==> src/common/backend_defs.svh <==
// Sizing constants for the back end datapath and data memory.
`ifndef BACKEND_DEFS_SVH
`define BACKEND_DEFS_SVH

// width of data words and byte addresses.
`define DATA_WIDTH 32

// width of a destination register number.
`define REG_ADDR_WIDTH 5

// data memory depth in words.
`define MEM_WORDS 256

// cycles from the first sight of a request to the acknowledge.
`define MEM_LATENCY 2

`endif
==> src/WritebackStage.sv <==
// Writeback stage: picks memory or ALU data and drives the register write port.
`include "backend_defs.svh"

module WritebackStage (
	input  logic                       clk,
	input  logic                       reset,
	input  logic                       stageValid,
	input  logic [`DATA_WIDTH-1:0]     exuData,
	input  logic [`DATA_WIDTH-1:0]     memRdData,
	input  logic [`REG_ADDR_WIDTH-1:0] stageWriteAddr,
	input  logic                       stageWriteEn,
	input  logic                       stageMemToReg,
	output logic                       wbValid,
	output logic [`REG_ADDR_WIDTH-1:0] wbAddr,
	output logic [`DATA_WIDTH-1:0]     wbData
);

	// instructions that write no register still pass through, only the pulse is dropped.
	always_ff @(posedge clk) begin
		if (reset) begin
			wbValid <= 1'b0;
		end else begin
			wbValid <= stageValid & stageWriteEn;
		end
	end

	always_ff @(posedge clk) begin
		if (stageValid) begin
			wbAddr <= stageWriteAddr;
			wbData <= stageMemToReg ? memRdData : exuData;
		end
	end

endmodule

==> config.mk <==
export PLATFORM = sky130hd
export DESIGN_NAME = WritebackStage
export DESIGN_NICKNAME = d
export VERILOG_FILES = /design/src/WritebackStage.sv
export VERILOG_INCLUDE_DIRS = /design/src /design/src/common
export SDC_FILE = /design/constraint.sdc
export NUM_CORES = 1
export LEC_CHECK = 0
export BUFFER_PORTS_ARGS = -buffer_cell sky130_fd_sc_hd__buf_4
export CORE_ASPECT_RATIO = 0.6
export CORE_MARGIN = 5
export CORE_UTILIZATION = 41
export DETAILED_ROUTE_END_ITERATION = 16
export GPL_TIMING_DRIVEN = 0
export PLACE_DENSITY_LB_ADDON = 0.2
export SETUP_SLACK_MARGIN = 0.02
export SLEW_MARGIN = 20
export SYNTH_ARGS = -nofsm -noshare
export SYNTH_HDL_FRONTEND = slang
export SYNTH_SLANG_ARGS = --single-unit
==> constraint.sdc <==
create_clock -name clk -period 1.5 [get_ports clk]
set_clock_uncertainty 0.2 [all_clocks]
set_input_delay 0.3 -clock clk [delete_from_list [all_inputs] [get_ports clk]]
set_output_delay 0.3 -clock clk [all_outputs]
set_load 0.01 [all_outputs]
==> flow_summary.ini <==
[power_and_ir_drop]
ir_drop_uv = 448
leakage_nw = 1.27
cellPowerDensity_nw_per_um2 = 953

[timing]
fin_crit_sh_pct = 87.9
worst_pin_slew_ps = 473
grt_setup_unrepaired = false
finalSetupViolations = 0
fin_crit_ps = 1320
fmax_ghz = 0.759
slew_headroom_pct = 68.5
final_max_slew_viol_count = 0
tns_ps = 0
finalHoldViolCount = 0

[clocking]
clockRootBuffer = clkbuf_8
htree_levels = 2
cts_tree = built
cts_sinks = 38
cts_setup_buffers = 0
clkTransAtPathRegs_ps = 70
numCtsBuffers = 5
clock_path_buffers = 2

[synth]
syn_nets = 149
yosysSeqAreaShare_pct = 67.2
syn_avg_cell_area_um2 = 22.5
synth-seq-cells = 38
syn_inst = 75
yosysUniqueCellTypes = 7
synth_area_um2 = 1680
yosysWarnings = 0

[floorplanning]
die_y_um = 59.6
core_um2 = 4030
dieArea_um2 = 5530
rows = 18
dieWidth_um = 92.7
start_util_pct = 41.8
io_pins = 112

[routing]
totalWireLength_um = 3800
vias = 1128
drt_iter0_drc = 14
drt_pass1_iterations = 4
avgViaCountPerCell = 4.55
postRouteAntennaNets = 0
post_drt_wl_per_cell_um = 15.3
route.detailed.drc = 0

[worst_setup_path]
path_cells = buf_4
cp.required_ps = 1000
crit_buf_inv = 1
endpoint_kind = primary output
worst_ep_arrival_time_ps = 820
critPathKind = reg2out
worstPathMaxFanout = 1
crit_family = flip-flops
max_stage_delay_ps = 390
start_kind = flip-flop
cp_slowest_cell = edfxtp_1

[status]
status = finished, final reports clean

[final_layout]
final_util_pct = 67.8
finalNetCount = 271
num_antenna_cells = 0
layout-drive-gt1-share_pct = 77.8
area_growth_pct = 62.3

[global_route]
grt_max_degree = 39
antenna_found_initial = 0
grt_use_met1_pct = 13.6
grtUsageMet3_pct = 7.23
grtUsageTotal_pct = 13.6
gr-max-usage-layer = met2
grt_pass1_wl_um = 5540
grt_pass1_vias = 1203
gr-usage-met2_pct = 24.8
gr-total-overflow = 0

[placement]
io_buffers = 110
globalplace.congestion = 0.648

[min_path]
hold_path.class = in2reg

[run]
max_cap_viol_count = 0
metal layers:
metal  vias up  wire, um
met5         -         0
met4         0        29
met3         2       487
met2        65      1970
met1       525      1310
li1        536         -
cells in the final DEF, fill, tap and decap left out:
cell type / instances
dfxtp_1: 1
edfxtp_1: 37
buf_12: 3
and3b_1: 1
buf_4: 110
mux2_2: 2
dlygate4sd3_1: 5
clkbuf_8: 8
buf_6: 1
mux2_4: 30
sequential cells by signal, summed over array words and instances (netlist names):
| register | cells |
|---|---|
| wbAddr | 5 |
| wbData | 32 |
| wbValid | 1 |
cells in the mapped netlist, drive strengths merged:
| cell type | number | area share [%] |
|---|---|---|
| dfxtp | 1 | 1.2 |
| mux2 | 32 | 28 |
| edfxtp | 37 | 66 |
| and3b | 1 | 0.52 |
| buf | 4 | 4.2 |
metrics by stage:
stage | hold slack, ps | instance area (um^2) | power [mW] | worst slack (ps) | std cells
5_1_grt | 70.3 | 2730 | 2.71 | 134 | 248
2_1_floorplan | 199 | 1680 | 1.52 | 198 | 75
3_3_place_gp | 280 | 2570 | 1.82 | 170 | 235
6_report | 66.2 | 2730 | 2.60 | 182 | 248
4_1_cts | 57.8 | 2730 | 2.64 | 164 | 248
3_5_place_dp | 282 | 2570 | 1.84 | 151 | 235
logic make-up (layout without fill, tap and decap cells):
| group | after synthesis | count (layout) | share of synthesized area [%] |
|---|---|---|---|
| flops | 38 | 38 | 67.2 |
| mux | 32 | 32 | 28.1 |
| buf+inv | 4 | 127 | 4.23 |
| simple gates | 1 | 1 | 0.520 |
worst paths after layout:
kind         start         to  slack (ps)  cells past startpoint
max      wbAddr[2]  wbAddr[2]         180                      1
min   stageWriteEn    wbValid          70                      2
report_power, final:
| group | internal [mW] | switching (mW) |
|---|---|---|
| Combinational | 0.347 | 0.175 |
| Sequential | 1.27 | 0.0260 |
| Clock | 0.464 | 0.317 |
layout make-up:
type | count | area (um^2)
timing repair buffer | 115 | 876
tap | 50 | 62.6
fill | 278 | 1300
multi-input combinational | 33 | 482
clock buffer | 8 | 110
sequential | 38 | 1130
buffer | 4 | 71.3
timing repair:
item                      4_1_cts  5_1_grt
hold endpoints to repair        5        0
hold buffers                    5        0
resized for setup               0        0
No activity file was read; power rests on OpenSTA's default activity.
