[src/common/backend_defs.svh]
// Sizing constants for the back end datapath and data memory.
`ifndef BACKEND_DEFS_SVH
`define BACKEND_DEFS_SVH

// width of data words and byte addresses.
`define DATA_WIDTH 32

// width of a destination register number.
`define REG_ADDR_WIDTH 5

// data memory depth in words.
`define MEM_WORDS 256

// cycles from the first sight of a request to the acknowledge.
`define MEM_LATENCY 2

`endif
[src/common/backend_pkg.sv]
// Back end types shared by the memory stage, branch logic and verification.
package backend_pkg;

	// branch conditions, evaluated from the ALU flags of a signed compare.
	typedef enum logic [2:0] {
		BrNever  = 3'd0,
		BrAlways = 3'd1,
		BrEq     = 3'd2,
		BrNe     = 3'd3,
		BrLt     = 3'd4,
		BrGe     = 3'd5,
		BrLe     = 3'd6,
		BrGt     = 3'd7
	} branchOp;

	// memory stage sequencer.
	// Request holds memReq until the acknowledge, Release waits for it to drop.
	typedef enum logic [1:0] {
		Idle    = 2'd0,
		Request = 2'd1,
		Release = 2'd2,
		Halted  = 2'd3
	} memState;

endpackage

[src/memory/MemoryStage.sv]
// Memory stage: accepts instructions, resolves branches and sequences data memory access.
`include "backend_defs.svh"

module MemoryStage (
	input  logic                        clk,
	input  logic                        reset,

	input  logic                        inReq,
	input  logic [`DATA_WIDTH-1:0]      exuResult,
	input  logic [`DATA_WIDTH-1:0]      nextPc,
	input  logic [`REG_ADDR_WIDTH-1:0]  writeAddr,
	input  logic                        writeEn,
	input  logic [`DATA_WIDTH-1:0]      branchAddr,
	input  backend_pkg::branchOp        branchOp,
	input  logic                        branchCmd,
	input  logic                        branchPredict,
	input  logic                        zeroFlag,
	input  logic                        negativeFlag,
	input  logic                        overflowFlag,
	input  logic [`DATA_WIDTH-1:0]      memData,
	input  logic                        memWrite,
	input  logic                        memValid,
	input  logic                        memToReg,
	input  logic                        halt,
	output logic                        inAck,

	output logic                        memReq,
	output logic                        memRw,
	output logic [`DATA_WIDTH-1:0]      memAddr,
	output logic [`DATA_WIDTH-1:0]      memWData,
	input  logic                        memAck,
	input  logic [`DATA_WIDTH-1:0]      memRData,

	output logic                        branchValid,
	output logic                        branchTaken,
	output logic                        branchMiss,
	output logic [`DATA_WIDTH-1:0]      branchMissAddr,

	output logic                        stageValid,
	output logic [`DATA_WIDTH-1:0]      exuData,
	output logic [`DATA_WIDTH-1:0]      memRdData,
	output logic [`REG_ADDR_WIDTH-1:0]  stageWriteAddr,
	output logic                        stageWriteEn,
	output logic                        stageMemToReg,
	output logic                        halted
);

	import backend_pkg::*;

	memState state;
	logic    taken;
	logic    capture;
	logic    haltPending;

	BranchControl BranchControl_i (
		.branchOp     (branchOp),
		.branchCmd    (branchCmd),
		.zeroFlag     (zeroFlag),
		.negativeFlag (negativeFlag),
		.overflowFlag (overflowFlag),
		.taken        (taken)
	);

	// a new instruction is taken only between handshakes and while nothing is in flight.
	assign capture = inReq & ~inAck & (state == Idle);

	// the ALU result is the data memory address.
	assign memAddr = exuData;
	assign halted  = (state == Halted);

	always_ff @(posedge clk) begin
		if (reset) begin
			state       <= Idle;
			inAck       <= 1'b0;
			memReq      <= 1'b0;
			stageValid  <= 1'b0;
			branchValid <= 1'b0;
			haltPending <= 1'b0;
		end else begin
			stageValid  <= 1'b0;
			branchValid <= 1'b0;

			if (capture) begin
				inAck <= 1'b1;
			end else if (inAck && !inReq) begin
				inAck <= 1'b0;
			end

			case (state)
				Idle: begin
					if (capture) begin
						branchValid <= branchCmd;
						haltPending <= halt;
						if (memValid) begin
							memReq <= 1'b1;
							state  <= Request;
						end else begin
							// no memory access, so hand over to writeback right away.
							stageValid <= 1'b1;
							state      <= halt ? Halted : Idle;
						end
					end
				end
				Request: begin
					if (memAck) begin
						memReq     <= 1'b0;
						stageValid <= 1'b1;
						state      <= Release;
					end
				end
				Release: begin
					if (!memAck) begin
						state <= haltPending ? Halted : Idle;
					end
				end
				Halted: begin
					state <= Halted;
				end
				default: begin
					state <= Idle;
				end
			endcase
		end
	end

	always_ff @(posedge clk) begin
		if (capture) begin
			exuData        <= exuResult;
			memWData       <= memData;
			memRw          <= memWrite;
			stageWriteAddr <= writeAddr;
			stageWriteEn   <= writeEn;
			stageMemToReg  <= memToReg;
			branchTaken    <= taken;
			branchMiss     <= taken ^ branchPredict;
			// a wrong taken guess resumes at the fall-through address.
			branchMissAddr <= branchPredict ? nextPc : branchAddr;
		end
		if (state == Request && memAck) begin
			memRdData <= memRData;
		end
	end

endmodule

[src/BranchControl.sv]
// Branch condition evaluation from the zero, negative and overflow flags.
module BranchControl (
	input  backend_pkg::branchOp branchOp,
	input  logic                 branchCmd,
	input  logic                 zeroFlag,
	input  logic                 negativeFlag,
	input  logic                 overflowFlag,
	output logic                 taken
);

	import backend_pkg::*;

	logic lessThan;
	logic condition;

	// a signed less-than holds when the sign of the difference is wrong by overflow.
	assign lessThan = negativeFlag ^ overflowFlag;

	always_comb begin
		case (branchOp)
			BrNever:  condition = 1'b0;
			BrAlways: condition = 1'b1;
			BrEq:     condition = zeroFlag;
			BrNe:     condition = ~zeroFlag;
			BrLt:     condition = lessThan;
			BrGe:     condition = ~lessThan;
			BrLe:     condition = lessThan | zeroFlag;
			BrGt:     condition = ~(lessThan | zeroFlag);
			default:  condition = 1'b0;
		endcase
	end

	// only real branch instructions may report a taken branch.
	assign taken = branchCmd & condition;

endmodule

[config.mk]
export PLATFORM = sky130hd
export DESIGN_NAME = MemoryStage
export DESIGN_NICKNAME = d
export VERILOG_FILES = /design/src/common/backend_pkg.sv /design/src/memory/MemoryStage.sv /design/src/BranchControl.sv
export VERILOG_INCLUDE_DIRS = /design/src /design/src/common
export SDC_FILE = /design/constraint.sdc
export NUM_CORES = 1
export LEC_CHECK = 0
export BUFFER_PORTS_ARGS = -buffer_cell sky130_fd_sc_hd__buf_2
export CORE_AREA = 3 3 139 141
export CTS_BUF_LIST = sky130_fd_sc_hd__clkbuf_4 sky130_fd_sc_hd__clkbuf_8
export DETAILED_ROUTE_END_ITERATION = 16
export DIE_AREA = 0 0 142 144
export MAX_ROUTING_LAYER = met4
export SETUP_SLACK_MARGIN = 0.1
export SLEW_MARGIN = 20
export SYNTH_ARGS = -nofsm -noshare
export SYNTH_HDL_FRONTEND = slang
export SYNTH_SLANG_ARGS = --single-unit
[constraint.sdc]
create_clock -name clk -period 10.5 [get_ports clk]
set_input_delay 0.525 -clock clk [delete_from_list [all_inputs] [get_ports clk]]
set_output_delay 0.525 -clock clk [all_outputs]
set_load 0.05 [all_outputs]
==> flow_summary.yaml, run 1 <==
cells_and_area:
  stdcell_count: 836
  final_common_cell: "buf_2"
  layout_common_cells: "356 x buf_2, 138 x edfxtp_1, 32 x mux2_2"
  drive_above_1_share_pct: 70.7
  final_nets: 774
  area_growth_pct: 42.6
synth:
  ys_ff_latch: 145
  synth_top_family_by_area: "multiplexers"
  synth_area_per_cell_um2: 20.6
  synth_xor_area_share_pct: 0.483
  yosysTopAreaCell: "edfxtp_1"
  synth_top_area_share_pct: 80.0
  synth_compound_area_share_pct: 1.57
  synthMuxAreaShare_pct: 7.15
  syn_area_mm2: 0.00518
  synthTopCellsByArea: "edfxtp_1 80%, mux2_2 7.0%, buf_4 5.2%"
  seq_area_frac_synth_pct: 82.7
  synthAdderAreaFrac_pct: 0
  netlist_instances: 252
  yosys.area_share.simple_pct: 2.66
  synth_nets: 434
  synth_cell_type_count: 28
  yosys_warnings: 0
routing:
  dr_wl_met2_mm: 7.77
  dr.pass1.iters: 4
  vias_per_cell: 4.18
  drc: 0
  drtAntennaViolNets: 0
  drt_iter0_markers: 146
  topRoutingLayerUsed: "met4"
  vias: 3498
  routedWlPerCell_um: 17.4
  wl_met3_mm: 1.09
  wl_met1_mm: 5.41
  wl_mm: 14.6
power_and_ir_drop:
  powerDensity_mw_per_mm2: 195
  power_switching_uw: 483
  ir_drop_uv: 66.4
  p_int_uw: 958
  switching_share_pct: 33.5
  power_uw: 1440
  seqPwrFrac_pct: 48.9
  power_frac_comb_pct: 21.6
  static-leakage-power_uw: 0.00319
  pwr-share-clk_pct: 29.5
timing:
  finalMaxSlewViolations: 0
  hold_viol_final: 0
  layout_setup_ws_ns: 8.53
  period_minus_slack_ns: 1.97
  relSlewSlack_pct: 51.1
  worst_slew_pin_slew_ns: 0.733
  setup_viol: 0
  finalCritPeriodShare_pct: 18.8
  rsz0062_at_grt: "no"
  hold_ws_ns: 0.253
  fmax_mhz: 507
  clock_skew_ns: 0.0140
  fin_setup_tns_ns: 0
setup_path:
  crit_type: "reg -> out"
  rr_worst_depth: 3
  required_ns: 9.98
  crit_fanout: 10
  cp.arrival_ns: 1.45
  startpoint_type: "register"
  endpoint_kind: "output port"
place:
  portBuffers: 356
  pre_cts_ws_ns: 8.62
  place.gp.congestion: 0.788
  hpwl_mm: 11.6
  dp_cells: 802
clocking:
  post_cts_buffers: 0
  post_cts_resized: 0
  clk_latency_ns: 0.44
  cts_sinks: 145
  clock-root-buffer: "clkbuf_8"
  clk_pin_slew_ns: 0.09
  cts_tree: "yes"
  cts_buffers: 17
  htreeDepth: 4
  ctsLongestPathBuffers: 2
  holdBufCountCts: 0
floorplanning:
  die-area_mm2: 0.0204
  initial_utilization_pct: 28.6
  die_x_um: 142
  core_area_mm2: 0.0181
  num_rows: 49
  io_pins: 357
  die_y_um: 144
grt:
  antenna_found_initial: 2
  grt_pass1_vias: 3596
  grt_max_degree: 57
  grt_first_pass_wirelength_mm: 20.4
  grt_overflow: 0
  grt_usage_pct: 13.8
hold_path:
  hold_depth: 1
  hold_class: "in -> reg"
run_status:
  outcome: "finished clean"
run:
  maxCapViolCount: 0
[synthesized netlist by cell type]
| master | count |
|---|---|
| nand3b_1 | 2 |
| nor2b_1 | 1 |
| nor3b_1 | 1 |
| nor2_1 | 7 |
| nor3_4 | 1 |
| edfxtp_1 | 138 |
| nand2b_1 | 1 |
| xnor2_2 | 1 |
| o21a_1 | 1 |
| o31a_1 | 1 |
| a31oi_2 | 1 |
| a21oi_1 | 4 |
| xor2_1 | 1 |
| mux2i_1 | 1 |
| mux2_2 | 32 |
| and4b_1 | 1 |
| o211ai_2 | 1 |
| nand4_1 | 1 |
| nor2b_2 | 1 |
| nand2_1 | 4 |
| buf_4 | 36 |
| o22ai_1 | 2 |
| buf_2 | 2 |
| and2_1 | 1 |
| nor3_1 | 1 |
| dfxtp_1 | 7 |
| and3b_1 | 1 |
| a211oi_1 | 1 |
[registers in the layout, summed over array words and instances, names as in the netlist]
register	cells
branchValid	1
memRdData	32
state	2
inAck	1
branchTaken	1
stageValid	1
stageMemToReg	1
stageWriteAddr	5
exuData	32
memReq	1
memRw	1
memWData	32
branchMissAddr	32
stageWriteEn	1
haltPending	1
branchMiss	1
[power groups by stage]
stage | clock (µW) | combinational (µW) | sequential [µW]
final | 425 | 311 | 704
after global routing | 472 | 326 | 709
after CTS | 443 | 315 | 705
after detailed placement | 0 | 314 | 718
after global placement | 0 | 312 | 716
after floorplan | 0 | 89.3 | 860
[layout make-up]
type | count | area, µm²
Tap cell | 229 | 287
Sequential cell | 145 | 4280
Fill cell | 1690 | 10700
Clock buffer | 18 | 241
Timing Repair Buffer | 359 | 1800
Multi-Input combinational cell | 69 | 617
Clock inverter | 14 | 148
Antenna cell | 2 | 5.00
[critical path, cell delays in order (launching register included)]
cell	delay (ns)
dfxtp_1	0.56
and2_1	0.18
buf_2	0.26
[cells by family (layout without fill, tap and decap cells)]
kind of cell / count (synthesis) / in the layout
compound gates: 11 / 11
simple gates: 23 / 23
mux: 33 / 33
buf+inv: 38 / 391
other cells: 0 / 2
xor+xnor: 2 / 2
flops: 145 / 145
[per-layer routing]
layer	GRT usage (%)	up-vias
met2	23.1	196
met5	-	-
met1	14.9	1661
met4	6.31	0
met3	4.40	21
li1	-	1620
[metrics by stage]
stage               cell area, µm²  utilization (%)
floorplan                     5180                -
CTS                           7380             40.8
global route                  7380             40.8
finish                        7390             40.8
global placement              6990             38.7
detailed placement            6990             38.7
[path summary, 6_finish.rpt]
path / start / slack, ns / to
max: state[1] / 8.53 / halted
min reg2reg: memReq / 0.53 / memReq
max reg2reg: inAck / 8.81 / branchMissAddr[21]
min: memRData[27] / 0.25 / memRdData[27]
Note: power is estimated with default switching activity, not from simulation.
==> inputs of run 2 (changes only) <==
--- a/config.mk
+++ b/config.mk
@@ -7,10 +7,10 @@
 export NUM_CORES = 1
 export LEC_CHECK = 0
 export BUFFER_PORTS_ARGS = -buffer_cell sky130_fd_sc_hd__buf_2
-export CORE_AREA = 3 3 139 141
+export CORE_AREA = 3 3 136 138
 export CTS_BUF_LIST = sky130_fd_sc_hd__clkbuf_4 sky130_fd_sc_hd__clkbuf_8
 export DETAILED_ROUTE_END_ITERATION = 16
-export DIE_AREA = 0 0 142 144
+export DIE_AREA = 0 0 139 141
 export MAX_ROUTING_LAYER = met4
 export SETUP_SLACK_MARGIN = 0.1
 export SLEW_MARGIN = 20
==> constraint.sdc (replaced) <==
create_clock -name clk -period 1.8 [get_ports clk]
set_input_delay 0.09 -clock clk [delete_from_list [all_inputs] [get_ports clk]]
set_output_delay 0.09 -clock clk [all_outputs]
set_load 0.05 [all_outputs]
==> run 2 against run 1 <==
The run now fails in clock tree synthesis (4_1_cts). Synthesized cell count did not move. Synthesized area did not move.
==> flow_summary.yaml, run 2 <==
run_status:
  outcome: "aborted with a tool error"
  lastStage: "clock tree synthesis (4_1_cts)"
  error: "[ERROR RSZ-0060] Max buffer count reached."
clocking:
  clock-root-buffer: "clkbuf_8"
  ctsLongestPathBuffers: 2
  holdBufCountCts: 168
  post_cts_resized: 0
  htreeDepth: 4
  post_cts_buffers: 0
  cts_sinks: 145
  cts_buffers: 17
floorplanning:
  io_pins: 357
  initial_utilization_pct: 29.9
  num_rows: 48
  die_x_um: 139
  die_y_um: 141
synth:
  netlist_instances: 252
  synth_top_flop_cell: "edfxtp_1"
  synthTopCellsByArea: "edfxtp_1 80%, mux2_2 7.0%, buf_4 5.2%"
  yosysTopAreaCell: "edfxtp_1"
  async_reset_ff_share_pct: 0
  syn_area_mm2: 0.00518
  synth_nets: 434
  seq_area_frac_synth_pct: 82.7
  synth_area_per_cell_um2: 20.6
  synth_top_area_share_pct: 80.0
  yosys-top-cells-count: "138 x edfxtp_1, 36 x buf_4, 32 x mux2_2"
  synth-edff-count: 138
  yosys_warnings: 0
  synth_cell_type_count: 28
  ys_ff_latch: 145
  synth.most_common_cell: "edfxtp_1"
place:
  place.gp.congestion: 0.824
  portBuffers: 356
  hpwl_mm: 11.4
## run 2: kinds of logic after synthesis
logic type | after synthesis | share of synthesized area [%]
AOI/OAI and AO/OA | 11 | 1.57
xor gates and xnor gates | 2 | 0.483
and+or+nand+nor | 23 | 2.66
DFF | 145 | 82.7
buffers and inverters | 38 | 5.41
muxes | 33 | 7.15
## run 2: stage by stage
| step | setup WS, ns | instance area [µm²] | instances | hold slack, ns | utilization, % |
|---|---|---|---|---|---|
| after detailed placement | 0.270 | 7120 | 804 | 0.268 | 41.2 |
| after global placement | 0.293 | 7120 | 804 | 0.268 | 41.2 |
| after floorplan | -1.85 | 5200 | 252 | 0.156 | - |
==> inputs of run 3 (changes only) <==
--- a/config.mk
+++ b/config.mk
@@ -8,11 +8,9 @@
 export LEC_CHECK = 0
 export BUFFER_PORTS_ARGS = -buffer_cell sky130_fd_sc_hd__buf_2
 export CORE_AREA = 3 3 136 138
-export CTS_BUF_LIST = sky130_fd_sc_hd__clkbuf_4 sky130_fd_sc_hd__clkbuf_8
 export DETAILED_ROUTE_END_ITERATION = 16
 export DIE_AREA = 0 0 139 141
-export MAX_ROUTING_LAYER = met4
-export SETUP_SLACK_MARGIN = 0.1
+export PLACE_DENSITY_LB_ADDON = 0.15
 export SLEW_MARGIN = 20
 export SYNTH_ARGS = -nofsm -noshare
 export SYNTH_HDL_FRONTEND = slang
==> constraint.sdc (replaced) <==
create_clock -name clk -period 2.35 [get_ports clk]
set_input_delay 0.1175 -clock clk [delete_from_list [all_inputs] [get_ports clk]]
set_output_delay 0.1175 -clock clk [all_outputs]
set_load 0.05 [all_outputs]
==> run 3 against run 2 <==
The run now ends clean.
==> flow_summary.yaml, run 3 (synthesis results as in run 1) <==
grt:
  grt_overflow: 0
  grt_usage_pct: 16.4
  antenna_found_initial: 1
  grt_max_degree: 71
  grt_first_pass_wirelength_mm: 24.6
  grt_pass1_vias: 4500
clocking:
  clk_pin_slew_ns: 0.06
  cts_tree: "yes"
  clk_latency_ns: 0.41
  post_cts_buffers: 0
  htreeDepth: 4
  cts_buffers: 17
  ctsLongestPathBuffers: 2
  clock-root-buffer: "clkbuf_16"
  post_cts_resized: 0
  cts_sinks: 145
cells_and_area:
  final_common_cell: "buf_2"
  drive_above_1_share_pct: 55.1
  utilization_pct: 53.3
  layout_common_cells: "356 x buf_2, 164 x dlygate4sd3_1, 138 x edfxtp_1"
  final_nets: 938
  multiInputGateArea_um2: 624
  fillerInstances: 1515
  diodes: 0
  regArea_mm2: 0.00429
  area_growth_pct: 78.0
timing:
  fin_setup_tns_ns: 0
  rsz0062_at_grt: "no"
  setup_viol: 0
  clock_skew_ns: 0.00995
  finalMaxSlewViolations: 0
  finalCritPeriodShare_pct: 66.2
  worst_slew_pin_slew_ns: 0.795
  relSlewSlack_pct: 47.0
  fmax_mhz: 643
  period_minus_slack_ns: 1.56
  hold_viol_final: 0
place:
  place.gp.congestion: 0.799
  portBuffers: 356
  hpwl_mm: 11.9
routing:
  drt_iter0_markers: 201
  drc: 0
  vias_per_cell: 4.16
  routedWlPerCell_um: 16.5
  drtAntennaViolNets: 0
  wl_mm: 16.4
  dr.pass1.iters: 4
  vias: 4132
floorplanning:
  die_x_um: 139
  die_y_um: 141
  core_area_mm2: 0.0173
  num_rows: 48
  io_pins: 357
  die-area_mm2: 0.0196
  initial_utilization_pct: 29.9
setup_path:
  r2r_end: "exuData[15]"
  endpoint_kind: "register"
  cp.arrival_ns: 1.71
  rr_worst_depth: 3
  cp.buffers_inverters: 2
  cpPeakStageDelay_ns: 0.61
  crit_type: "in -> reg"
  cpLargestDelayFamily: "buffers and inverters"
  reg2reg_from: "inAck"
  rrSetupSlack_ns: 0.81
  crit_fanout: 33
  startpoint_type: "primary input"
  required_ns: 2.51
  crit_path_top_delay_cell: "buf_2"
  crit_chain: "buf_2 -> mux2_2 -> dlygate4sd3_1"
hold_path:
  min_to: "branchMissAddr[7]"
  min_from: "nextPc[7]"
  hold_depth: 2
  hold_class: "in -> reg"
power_and_ir_drop:
  ir_drop_uv: 451
  powerDensity_mw_per_mm2: 795
  power_uw: 7330
  static-leakage-power_uw: 0.00396
run:
  maxCapViolCount: 0
run_status:
  outcome: "finished clean"
## run 3: worst max-delay path by stage
stage                  start                 end  cells past startpoint
2_1_floorplan          inAck         haltPending                      4
3_3_place_gp           inAck         exuData[30]                      3
3_5_place_dp           inAck         exuData[30]                      3
4_1_cts             state[1]              halted                      2
5_1_grt             state[1]               inAck                      4
6_report       branchPredict  branchMissAddr[25]                      3
## run 3: per-layer routing
layer	up-vias	GRT usage, %	routed length (µm)
met5	-	0	13
met4	2	7.52	487
met3	38	5.60	1090
met2	196	30.0	9100
met1	1954	16.8	5680
li1	1942	-	-
## run 3: cell type report
cell class | count | share of cell area, %
Tap cell | 225 | 3.05
Clock buffer | 20 | 4.74
Multi-Input combinational cell | 69 | 6.77
Sequential cell | 145 | 46.5
Timing Repair Buffer | 523 | 37.7
Clock inverter | 12 | 1.25
## run 3: through the flow
step	cell area (µm²)	setup slack [ns]	hold WS, ns	instances
floorplan	5190	-1.30	0.184	252
global placement	7020	0.835	0.295	798
detailed placement	7020	0.820	0.296	798
CTS	9220	0.794	0.00360	994
global route	9220	0.717	0.00154	994
finish	9220	0.794	0.0319	994
## run 3: report_power, final
part,switching [µW],internal [µW]
Combinational,1120,524
Sequential,69.2,3080
Clock,983,1550
Total,2170,5150
## run 3: repair_timing
item / in CTS / in global routing
hold buffers: 164 / 0
endpoints found under the setup margin: 0 / 0
endpoints found under the hold margin: 140 / 0
==> inputs of run 4 (changes only) <==
--- a/config.mk
+++ b/config.mk
@@ -7,9 +7,9 @@
 export NUM_CORES = 1
 export LEC_CHECK = 0
 export BUFFER_PORTS_ARGS = -buffer_cell sky130_fd_sc_hd__buf_2
-export CORE_AREA = 3 3 136 138
+export CORE_AREA = 3 3 138 140
 export DETAILED_ROUTE_END_ITERATION = 16
-export DIE_AREA = 0 0 139 141
+export DIE_AREA = 0 0 141 143
 export PLACE_DENSITY_LB_ADDON = 0.15
 export SLEW_MARGIN = 20
 export SYNTH_ARGS = -nofsm -noshare
==> constraint.sdc (replaced) <==
create_clock -name clk -period 1.3 [get_ports clk]
set_input_delay 0.065 -clock clk [delete_from_list [all_inputs] [get_ports clk]]
set_output_delay 0.065 -clock clk [all_outputs]
set_load 0.05 [all_outputs]
==> run 4 against run 3 <==
The run now fails in clock tree synthesis (4_1_cts). Synthesized area did not move. Synthesized cell count unchanged.
==> flow_summary.yaml, run 4 <==
run_status:
  outcome: "aborted with a tool error"
  lastStage: "clock tree synthesis (4_1_cts)"
  error: "[ERROR RSZ-0060] Max buffer count reached."
floorplanning:
  io_pins: 357
  die_y_um: 143
  num_rows: 49
  die_x_um: 141
  initial_utilization_pct: 28.8
synth:
  synth-edff-count: 138
  synth_top_area_share_pct: 80.0
  synth_nets: 434
  synth.most_common_cell: "edfxtp_1"
  ys_ff_latch: 145
  synth_cell_type_count: 28
  yosys-top-cells-count: "138 x edfxtp_1, 36 x buf_4, 32 x mux2_2"
  yosysTopAreaCell: "edfxtp_1"
  async_reset_ff_share_pct: 0
  seq_area_frac_synth_pct: 82.7
  syn_area_mm2: 0.00518
  synth_area_per_cell_um2: 20.6
  synthTopCellsByArea: "edfxtp_1 80%, mux2_2 7.0%, buf_4 5.2%"
  synth_top_flop_cell: "edfxtp_1"
  yosys_warnings: 0
  netlist_instances: 252
place:
  hpwl_mm: 12.0
  portBuffers: 356
  place.gp.congestion: 0.746
clocking:
  holdBufCountCts: 171
  htreeDepth: 4
  post_cts_buffers: 3
  clock-root-buffer: "clkbuf_16"
  post_cts_resized: 11
  cts_sinks: 145
  ctsLongestPathBuffers: 2
  cts_buffers: 17
==> run 4: cell counts after synthesis <==
No cell type changed its count.
==> run 4: cells by family after synthesis <==
logic type / synth area share [%]
flops: 82.7
buf+inv: 5.41
mux: 7.15
simple gates: 2.66
compound gates: 1.57
xor+xnor: 0.483
==> run 4: per-stage QoR <==
| step | setup WS [ns] | cells | cell area (µm²) |
|---|---|---|---|
| 2_1_floorplan | -2.35 | 252 | 5200 |
| 3_5_place_dp | -0.0823 | 813 | 7170 |
| 3_3_place_gp | -0.0751 | 813 | 7170 |
